===== src/design/monitor_config.svh =====
// build-time sizes of the core monitor
// core count, LP count, timestamp and bus widths

`ifndef MONITOR_CONFIG_SVH
`define MONITOR_CONFIG_SVH

// number of cores, must be a power of two
`define MON_NUM_CORE 4
// number of logical processes
`define MON_NUM_LP 8
`define MON_TIME_WID 16
`define MON_MSG_WID 32

`endif

===== src/design/msg_format_pkg.sv =====
// message bus format of the core monitor
// bus word type, field positions, pipeline operation enum

`include "monitor_config.svh"

package msg_format_pkg;

   // one word on the shared message bus
   typedef logic [`MON_MSG_WID-1:0] msg_t;

   // timestamp in the low bits
   localparam int TIME_LSB = 0;
   // LP id right above the timestamp
   localparam int LP_LSB = TIME_LSB + `MON_TIME_WID;
   // end flag, top bit of the word
   localparam int END_BIT = `MON_MSG_WID - 1;

   // what an event does as it moves down the pipeline
   typedef enum logic [1:0] {
      op_none     = 2'd0,
      op_dispatch = 2'd1,
      op_return   = 2'd2
   } mon_op_t;

endpackage


===== src/design/sim_types_pkg.sv =====
// simulator-side types of the core monitor
// core and LP indices, timestamps, per-core masks

`include "monitor_config.svh"

package sim_types_pkg;

   // index widths follow the configured counts
   localparam int CORE_ID_WID = $clog2(`MON_NUM_CORE);
   localparam int LP_ID_WID = $clog2(`MON_NUM_LP);

   // which core
   typedef logic [CORE_ID_WID-1:0] core_id_t;
   // which logical process
   typedef logic [LP_ID_WID-1:0] lp_id_t;
   // event timestamp
   typedef logic [`MON_TIME_WID-1:0] event_time_t;
   // one bit per core, bit n is core n
   typedef logic [`MON_NUM_CORE-1:0] core_mask_t;

endpackage


===== src/design/monitor_ifs.sv =====
// stage-to-stage buses of the core monitor
// event_if: decoded event, decode stage to table stage
// cand_if: operation plus candidate mask, table to tree and tree to stall

`timescale 1ns/1ns

interface event_if;

   // fields only mean something while op is not op_none
   msg_format_pkg::mon_op_t op;
   sim_types_pkg::core_id_t core_id;
   sim_types_pkg::lp_id_t lp_id;
   sim_types_pkg::event_time_t event_time;

   modport src (output op, core_id, lp_id, event_time);
   modport dst (input op, core_id, lp_id, event_time);

endinterface

interface cand_if;

   msg_format_pkg::mon_op_t op;
   // core the event came from or went to
   sim_types_pkg::core_id_t core_id;
   // other active cores on the same LP
   sim_types_pkg::core_mask_t cand_mask;
   // smallest-timestamp candidate, valid when cand_mask is non-empty
   sim_types_pkg::core_id_t win_id;

   modport src (output op, core_id, cand_mask, win_id);
   modport dst (input op, core_id, cand_mask, win_id);

endinterface


===== src/design/core_monitor.sv =====
// top of the core monitor
// decode, table, minimum tree and stall stages in a chain
// plain bus ports in, one stall line per core out

`timescale 1ns/1ns

`include "monitor_config.svh"

module core_monitor (
   input  logic                      clk,
   input  logic                      reset,
   input  msg_format_pkg::msg_t      msg,
   input  logic                      sent_msg_vld,
   input  logic                      rcv_msg_vld,
   input  sim_types_pkg::core_id_t   core_id,
   output sim_types_pkg::core_mask_t stall
);

   // decoded event into the table
   event_if ev_bus ();
   // candidates into the tree
   cand_if tab_cand ();
   // candidates plus winner into the stall stage
   cand_if win_cand ();

   // table timestamps, lined up with tab_cand
   sim_types_pkg::event_time_t snap_times [`MON_NUM_CORE];

   event_decode u_event_decode (
      .clk          (clk),
      .reset        (reset),
      .msg          (msg),
      .sent_msg_vld (sent_msg_vld),
      .rcv_msg_vld  (rcv_msg_vld),
      .core_id      (core_id),
      .ev           (ev_bus.src)
   );

   core_table u_core_table (
      .clk        (clk),
      .reset      (reset),
      .ev         (ev_bus.dst),
      .cand       (tab_cand.src),
      .snap_times (snap_times)
   );

   min_time_tree u_min_time_tree (
      .clk        (clk),
      .reset      (reset),
      .cand_in    (tab_cand.dst),
      .snap_times (snap_times),
      .cand_out   (win_cand.src)
   );

   stall_control u_stall_control (
      .clk   (clk),
      .reset (reset),
      .cand  (win_cand.dst),
      .stall (stall)
   );

endmodule


===== src/design/stall_control.sv =====
// last pipeline stage of the core monitor
// stall register per core, set on conflicting dispatch, released on return

`timescale 1ns/1ns

module stall_control (
   input  logic                      clk,
   input  logic                      reset,
   cand_if.dst                       cand,
   output sim_types_pkg::core_mask_t stall
);

   // one-hot of the origin core and of the winner
   sim_types_pkg::core_mask_t self_bit;
   sim_types_pkg::core_mask_t win_bit;
   sim_types_pkg::core_mask_t set_mask;
   sim_types_pkg::core_mask_t clr_mask;
   logic any_cand;

   assign self_bit = sim_types_pkg::core_mask_t'(1) << cand.core_id;
   assign win_bit = sim_types_pkg::core_mask_t'(1) << cand.win_id;
   assign any_cand = |cand.cand_mask;

   always_comb begin
      set_mask = '0;
      clr_mask = '0;
      case (cand.op)
         msg_format_pkg::op_dispatch: begin
            // LP already running elsewhere, hold this core
            if (any_cand) begin
               set_mask = self_bit;
            end else begin
               clr_mask = self_bit;
            end
         end
         msg_format_pkg::op_return: begin
            // returning core is free, oldest waiter on the LP goes next
            clr_mask = self_bit;
            if (any_cand) begin
               clr_mask = self_bit | win_bit;
            end
         end
         default: begin
         end
      endcase
   end

   always_ff @(posedge clk or posedge reset) begin
      if (reset) begin
         stall <= '0;
      end else begin
         stall <= (stall | set_mask) & ~clr_mask;
      end
   end

endmodule


===== src/design/min_time_tree.sv =====
// pipelined minimum tree of the core monitor
// pairwise compare of masked timestamps, one register level per core-id bit
// op, origin core and mask ride along so several events share the tree

`timescale 1ns/1ns

`include "monitor_config.svh"

module min_time_tree (
   input  logic                       clk,
   input  logic                       reset,
   cand_if.dst                        cand_in,
   input  sim_types_pkg::event_time_t snap_times [`MON_NUM_CORE],
   cand_if.src                        cand_out
);

   localparam int NUM_CORE = `MON_NUM_CORE;
   localparam int LEVELS = sim_types_pkg::CORE_ID_WID;

   // level 0 is the leaves, level LEVELS the root
   for (genvar l = 0; l <= LEVELS; l++) begin : lvl
      localparam int N = NUM_CORE >> l;

      msg_format_pkg::mon_op_t op;
      sim_types_pkg::core_id_t core_id;
      sim_types_pkg::core_mask_t mask;
      sim_types_pkg::core_id_t idx [N];

      if (l == 0) begin : leaf
         assign op = cand_in.op;
         assign core_id = cand_in.core_id;
         assign mask = cand_in.cand_mask;
         for (genvar n = 0; n < N; n++) begin : init
            assign idx[n] = sim_types_pkg::core_id_t'(n);
         end
      end else begin : node
         // leaves covered by one node of the level below
         localparam int HALF = 1 << (l - 1);
         logic [N-1:0] take_r;

         for (genvar n = 0; n < N; n++) begin : cmp
            logic l_vld, r_vld;
            // a node is live if any leaf under it is a candidate
            assign l_vld = |lvl[l-1].mask[2*n*HALF +: HALF];
            assign r_vld = |lvl[l-1].mask[(2*n+1)*HALF +: HALF];
            // strict compare, so a tie keeps the lower index
            assign take_r[n] = r_vld &&
                               (!l_vld || (lvl[l-1].ts.tm[2*n+1] < lvl[l-1].ts.tm[2*n]));
         end

         always_ff @(posedge clk or posedge reset) begin
            if (reset) begin
               op <= msg_format_pkg::op_none;
            end else begin
               op <= lvl[l-1].op;
            end
         end

         always_ff @(posedge clk) begin
            core_id <= lvl[l-1].core_id;
            mask <= lvl[l-1].mask;
            for (int n = 0; n < N; n++) begin
               idx[n] <= take_r[n] ? lvl[l-1].idx[2*n+1] : lvl[l-1].idx[2*n];
            end
         end
      end

      // root keeps only the index
      if (l < LEVELS) begin : ts
         sim_types_pkg::event_time_t tm [N];

         if (l == 0) begin : load
            assign tm = snap_times;
         end else begin : keep
            always_ff @(posedge clk) begin
               for (int n = 0; n < N; n++) begin
                  tm[n] <= node.take_r[n] ? lvl[l-1].ts.tm[2*n+1] : lvl[l-1].ts.tm[2*n];
               end
            end
         end
      end
   end

   assign cand_out.op = lvl[LEVELS].op;
   assign cand_out.core_id = lvl[LEVELS].core_id;
   assign cand_out.cand_mask = lvl[LEVELS].mask;
   assign cand_out.win_id = lvl[LEVELS].idx[0];

endmodule


===== src/design/core_table.sv =====
// second pipeline stage of the core monitor
// per-core table of LP, timestamp and active flag
// candidate mask of conflicting cores, timestamp snapshot for the tree

`timescale 1ns/1ns

`include "monitor_config.svh"

module core_table (
   input  logic                       clk,
   input  logic                       reset,
   event_if.dst                       ev,
   cand_if.src                        cand,
   output sim_types_pkg::event_time_t snap_times [`MON_NUM_CORE]
);

   localparam int NUM_CORE = `MON_NUM_CORE;

   // the table itself
   sim_types_pkg::lp_id_t lp_tab [NUM_CORE];
   sim_types_pkg::event_time_t time_tab [NUM_CORE];
   sim_types_pkg::core_mask_t active;

   // LP the other cores are checked against
   sim_types_pkg::lp_id_t match_lp;
   sim_types_pkg::core_mask_t match;

   // new LP on dispatch, the stored one on return
   assign match_lp = (ev.op == msg_format_pkg::op_dispatch) ? ev.lp_id : lp_tab[ev.core_id];

   // other active cores on that LP, table as it was before this event
   always_comb begin
      for (int m = 0; m < NUM_CORE; m++) begin
         match[m] = active[m] && (lp_tab[m] == match_lp) &&
                    (ev.core_id != sim_types_pkg::core_id_t'(m));
      end
   end

   // table update, one event per cycle in arrival order
   always_ff @(posedge clk or posedge reset) begin
      if (reset) begin
         active <= '0;
         for (int m = 0; m < NUM_CORE; m++) begin
            lp_tab[m] <= '0;
            time_tab[m] <= '0;
         end
      end else begin
         case (ev.op)
            msg_format_pkg::op_dispatch: begin
               // core takes the new event
               active[ev.core_id] <= 1'b1;
               lp_tab[ev.core_id] <= ev.lp_id;
               time_tab[ev.core_id] <= ev.event_time;
            end
            msg_format_pkg::op_return: begin
               // LP and time stay, only the flag drops
               active[ev.core_id] <= 1'b0;
            end
            default: begin
            end
         endcase
      end
   end

   always_ff @(posedge clk or posedge reset) begin
      if (reset) begin
         cand.op <= msg_format_pkg::op_none;
      end else begin
         cand.op <= ev.op;
      end
   end

   // returning core is never a candidate, so the old times are fine
   always_ff @(posedge clk) begin
      cand.core_id <= ev.core_id;
      cand.cand_mask <= match;
      snap_times <= time_tab;
   end

   // winner gets filled in by the tree
   assign cand.win_id = '0;

endmodule


===== src/design/event_decode.sv =====
// first pipeline stage of the core monitor
// samples the bus strobes and fields, classifies the cycle as one operation

`timescale 1ns/1ns

module event_decode (
   input  logic                    clk,
   input  logic                    reset,
   input  msg_format_pkg::msg_t    msg,
   input  logic                    sent_msg_vld,
   input  logic                    rcv_msg_vld,
   input  sim_types_pkg::core_id_t core_id,
   event_if.src                    ev
);

   // end flag marks the last message of a returning event
   logic end_flag;

   assign end_flag = msg[msg_format_pkg::END_BIT];

   // dispatch wins if both strobes ever show up together
   always_ff @(posedge clk or posedge reset) begin
      if (reset) begin
         ev.op <= msg_format_pkg::op_none;
      end else if (sent_msg_vld) begin
         ev.op <= msg_format_pkg::op_dispatch;
      end else if (rcv_msg_vld && end_flag) begin
         ev.op <= msg_format_pkg::op_return;
      end else begin
         // return without end flag is dropped here
         ev.op <= msg_format_pkg::op_none;
      end
   end

   // payload, qualified by op downstream
   always_ff @(posedge clk) begin
      ev.core_id <= core_id;
      ev.lp_id <= msg[msg_format_pkg::LP_LSB +: sim_types_pkg::LP_ID_WID];
      ev.event_time <= msg[msg_format_pkg::TIME_LSB +: $bits(sim_types_pkg::event_time_t)];
   end

endmodule


===== config.mk =====
export PLATFORM = sky130hd
export DESIGN_NAME = core_monitor
export DESIGN_NICKNAME = d
export VERILOG_FILES = /design/src/design/msg_format_pkg.sv /design/src/design/sim_types_pkg.sv /design/src/design/monitor_ifs.sv /design/src/design/core_monitor.sv /design/src/design/stall_control.sv /design/src/design/min_time_tree.sv /design/src/design/core_table.sv /design/src/design/event_decode.sv
export VERILOG_INCLUDE_DIRS = /design/src /design/src/design
export SDC_FILE = /design/constraint.sdc
export NUM_CORES = 1
export LEC_CHECK = 0
export ABC_CLOCK_PERIOD_IN_PS = 3490
export BUFFER_PORTS_ARGS = -buffer_cell sky130_fd_sc_hd__buf_2
export CAP_MARGIN = 20
export CORE_ASPECT_RATIO = 0.7
export CORE_UTILIZATION = 40
export DETAILED_ROUTE_END_ITERATION = 7
export PLACE_DENSITY = 0.54
export SLEW_MARGIN = 20
export SYNTH_ARGS = -nofsm -noshare
export SYNTH_HDL_FRONTEND = slang
export SYNTH_SLANG_ARGS = --single-unit

===== constraint.sdc =====
create_clock -name clk -period 3.49 [get_ports clk]
set_input_delay 0.349 -clock clk [delete_from_list [all_inputs] [get_ports clk]]
set_output_delay 0.349 -clock clk [all_outputs]
set_load 0.1 [all_outputs]

==> impl_metrics.py <==
metrics = {
    "outcome": {
        "status": "complete, no violations",
    },
    "clock_tree": {
        "ctsResizeCount": 0,
        "cts_buffers": 23,
        "clk_pin_slew_ns": 0.06,
        "cts-root-buf": "clkbuf_16",
        "cts_tree": "done",
        "cts_htree_levels": 1,
        "clock_sinks": 231,
        "worstSkewPairLatency_ns": 0.51,
        "cts_buffer_depth": 3,
    },
    "timing": {
        "slew_viol_final": 0,
        "fin_skew_ns": 0.01688,
        "max_freq_ghz": 0.3816,
        "final-setup-viol-count": 0,
        "tightestPinTransition_ns": 0.8250,
        "slew-limit-headroom_pct": 45.00,
        "whs_ns": 0.04970,
        "hold_viol": 0,
        "min_period_over_period_pct": 75.09,
        "timing.setup.tns_ns": 0,
        "min_period_ns": 2.621,
        "rsz0062_at_grt": "no",
    },
    "die": {
        "die_w_um": 174.0,
        "die_area_um2": 21290,
        "die_h_um": 122.4,
        "top_level_ports": 42,
        "start_util_pct": 41.37,
        "rows": 43,
        "core-area_um2": 20010,
    },
    "final_layout": {
        "utilization_pct": 48.63,
        "drive_above_1_share_pct": 28.43,
        "final_nets": 770,
        "area_growth_pct": 17.56,
        "stdcell_count": 970,
        "antennaDiodeCount": 0,
    },
    "placement": {
        "routabilityCongestion": 0.8081,
        "dp_hpwl_mm": 10.02,
        "port_buffers": 29,
        "dp_cells": 905,
    },
    "critical_path": {
        "cp.buffers_inverters": 2,
        "crit_path_cell_trace": "inv_1, ha_1, nand4_1, nor2_1, o31ai_2, a31oi_4, buf_12, mux2_2",
        "worstSetupEndpointType": "register",
        "r2r_start": "u_core_table.snap_times[63]$_DFF_P_",
        "worstSetupPathType": "reg -> reg",
        "cp_slowest_cell": "a31oi_4",
        "rr_endpoint": "u_min_time_tree.lvl[1].ts.tm[0][15]$_DFF_P_",
        "critPathMaxStageDelay_ns": 0.49,
        "crit_required_ns": 3.88,
        "arrival_ns": 3.01,
        "cp_max_fo": 10,
        "cpLargestDelayFamily": "compound AO/OA/AOI/OAI gates",
        "r2r_setup_slack_ns": 0.87,
        "reg2reg_depth": 8,
        "start_kind": "register",
    },
    "logic_synthesis": {
        "synthesis.area_um2": 8279,
        "synth_warnings": 0,
        "syn_inst": 612,
        "seq_area_frac_synth_pct": 61.42,
        "synth_largest_area_cell": "dfxtp_1",
        "synth_fp_nets": 699,
        "syn_avg_cell_area_um2": 13.53,
        "synth_cell_types": 48,
        "ys_ff_latch": 231,
        "synth.area.top_cells": "dfxtp_1, dfrtp_1, mux2_2, ha_1, inv_1",
        "yosysTopAreaCellShare_pct": 33.61,
    },
    "global_routing": {
        "grt_pass1_vias": 4700,
        "grt_max_degree": 43,
        "grt_usage_pct": 14.75,
        "grt_overflow": 0,
        "grt_pass1_wl_mm": 24.65,
        "grt_antenna_before_repair": 0,
    },
    "min_path": {
        "min_to": "u_event_decode.ev.op[1]$_DFF_PP0_",
        "holdPathStages": 3,
        "hp-start": "msg[31]",
        "worst_hold_path_type": "in -> reg",
    },
    "pwr": {
        "p_leak_nw": 4.345,
        "ir_drop_uv": 442.4,
        "p_total_mw": 7.424,
        "powerDensity_nw_per_um2": 762.8,
    },
    "drt": {
        "postRouteAntennaNets": 0,
        "drt_wl_total_mm": 14.85,
        "vias_per_cell": 4.653,
        "firstDrtPassIters": 6,
        "first_iter_violations": 174,
        "drc": 0,
        "vias": 4513,
        "routedWlPerCell_um": 15.31,
    },
    "run": {
        "drv_cap": 0,
    },
}
## registers in the layout, indices dropped and copies added, names as in the netlist, 3 cells and up, named ones only
register,cells
u_core_table.snap_times,64
u_core_table.time_tab,64
u_min_time_tree.lvl.ts.tm,32
u_event_decode.ev.event_time,16
u_core_table.lp_tab,12
u_core_table.cand.cand_mask,4
u_min_time_tree.cand_out.cand_mask,4
u_min_time_tree.lvl.idx,4
u_min_time_tree.lvl.mask,4
u_stall_control.stall,4
u_event_decode.ev.lp_id,3
## worst max-delay path by stage
stage	depth (start not counted)	slack (ns)	start	to
after floorplan	1	0.75	reset	asynchronous set/reset pin
after global placement	8	0.91	u_core_table.snap_times[63]$_DFF_P_	u_min_time_tree.lvl[1].ts.tm[0][15]$_DFF_P_
after detailed placement	9	0.86	u_core_table.snap_times[18]$_DFF_P_	u_min_time_tree.lvl[1].ts.tm[0][20]$_DFF_P_
after CTS	9	0.86	u_core_table.snap_times[18]$_DFF_P_	u_min_time_tree.lvl[1].ts.tm[0][20]$_DFF_P_
final	8	0.87	u_core_table.snap_times[63]$_DFF_P_	u_min_time_tree.lvl[1].ts.tm[0][15]$_DFF_P_
after global routing	8	0.72	u_core_table.snap_times[63]$_DFF_P_	u_min_time_tree.lvl[1].ts.tm[0][15]$_DFF_P_
## cell usage after synthesis, drive strengths merged
cell type    n
a2111oi      2
a211o        1
a211oi       5
a21o         1
a21oi       18
a311oi       1
a31oi        6
a41o         1
a41oi        1
buf         13
clkbuf       2
dfrtp       92
dfxtp      139
ha          49
inv         53
mux2       109
mux2i        1
mux4         3
nand2       13
nand2b       4
nand3        6
nand3b       2
nand4        6
nor2        24
nor2b        4
nor3        11
nor3b        1
nor4         3
o2111ai      1
o211ai       1
o21a         2
o21ai        8
o2bb2ai      1
o31ai        3
o32ai        2
o41ai        1
or2          1
or4          1
xnor2        9
xor2        11
## worst register-to-register path, stage by stage, from the launching register on
cell and delay [ns]:
dfxtp_1 0.34, inv_1 0.05, ha_1 0.33, nand4_1 0.17, nor2_1 0.38, o31ai_2 0.21
a31oi_4 0.49, buf_12 0.21, mux2_2 0.33
## routing by layer
metal,part of all wire (%),global-route usage (%),up-vias
met1,51,20.82,2181
met4,1.5,3.344,0
met3,3.4,3.036,20
met2,44,23.35,53
met5,0,0,-
li1,-,-,2259
## layout by cell type, fill, tap and decap left out, types with 13 or more instances in the layout
master,netlist,final
clkbuf_16,0,23
dlygate4sd3_1,0,23
buf_2,8,29
inv_1,53,52
nand2_1,13,13
ha_1,49,49
nor2_1,24,24
mux2_2,100,100
dfxtp_1,139,139
a21oi_1,18,18
dfrtp_1,92,92
## where the power goes
group / switching [mW] / internal [mW] / leakage (nW)
Sequential: 0.293 / 3.22 / 2.26
Combinational: 0.799 / 0.735 / 1.72
Clock: 1.02 / 1.36 / 0.366
Total: 2.11 / 5.31 / 4.35
## metrics by stage
stage                     instance area (µm²)  worst slack, ns
after floorplan                          8279           0.7490
after CTS                                9733           0.8576
final                                    9733           0.8693
after global routing                     9733           0.7217
after global placement                   8767           0.9096
after detailed placement                 8767           0.8591
## cell type report
type / count / area, µm²
clock inverters: 14 / 111.4
inverters: 53 / 200.2
multi-input cells: 313 / 2919
fillers: 1772 / 10280
flip-flops and latches: 231 / 5085
clock buffers: 28 / 624.3
well taps: 270 / 337.8
repair buffers: 61 / 455.4
## cells by family after synthesis
family | Yosys count | share of synthesized area [%]
xor+xnor | 20 | 2.116
buf+inv | 68 | 3.385
mux | 113 | 16.32
simple gates | 76 | 4.519
compound gates | 55 | 4.836
fa+ha+maj | 49 | 7.405
flops | 231 | 61.42
## repair_timing
item	in CTS	in global routing
hold buffers	23	0
hold endpoints to repair	39	0
buffers inserted	0	0
Power figures use the tool's default switching activity.
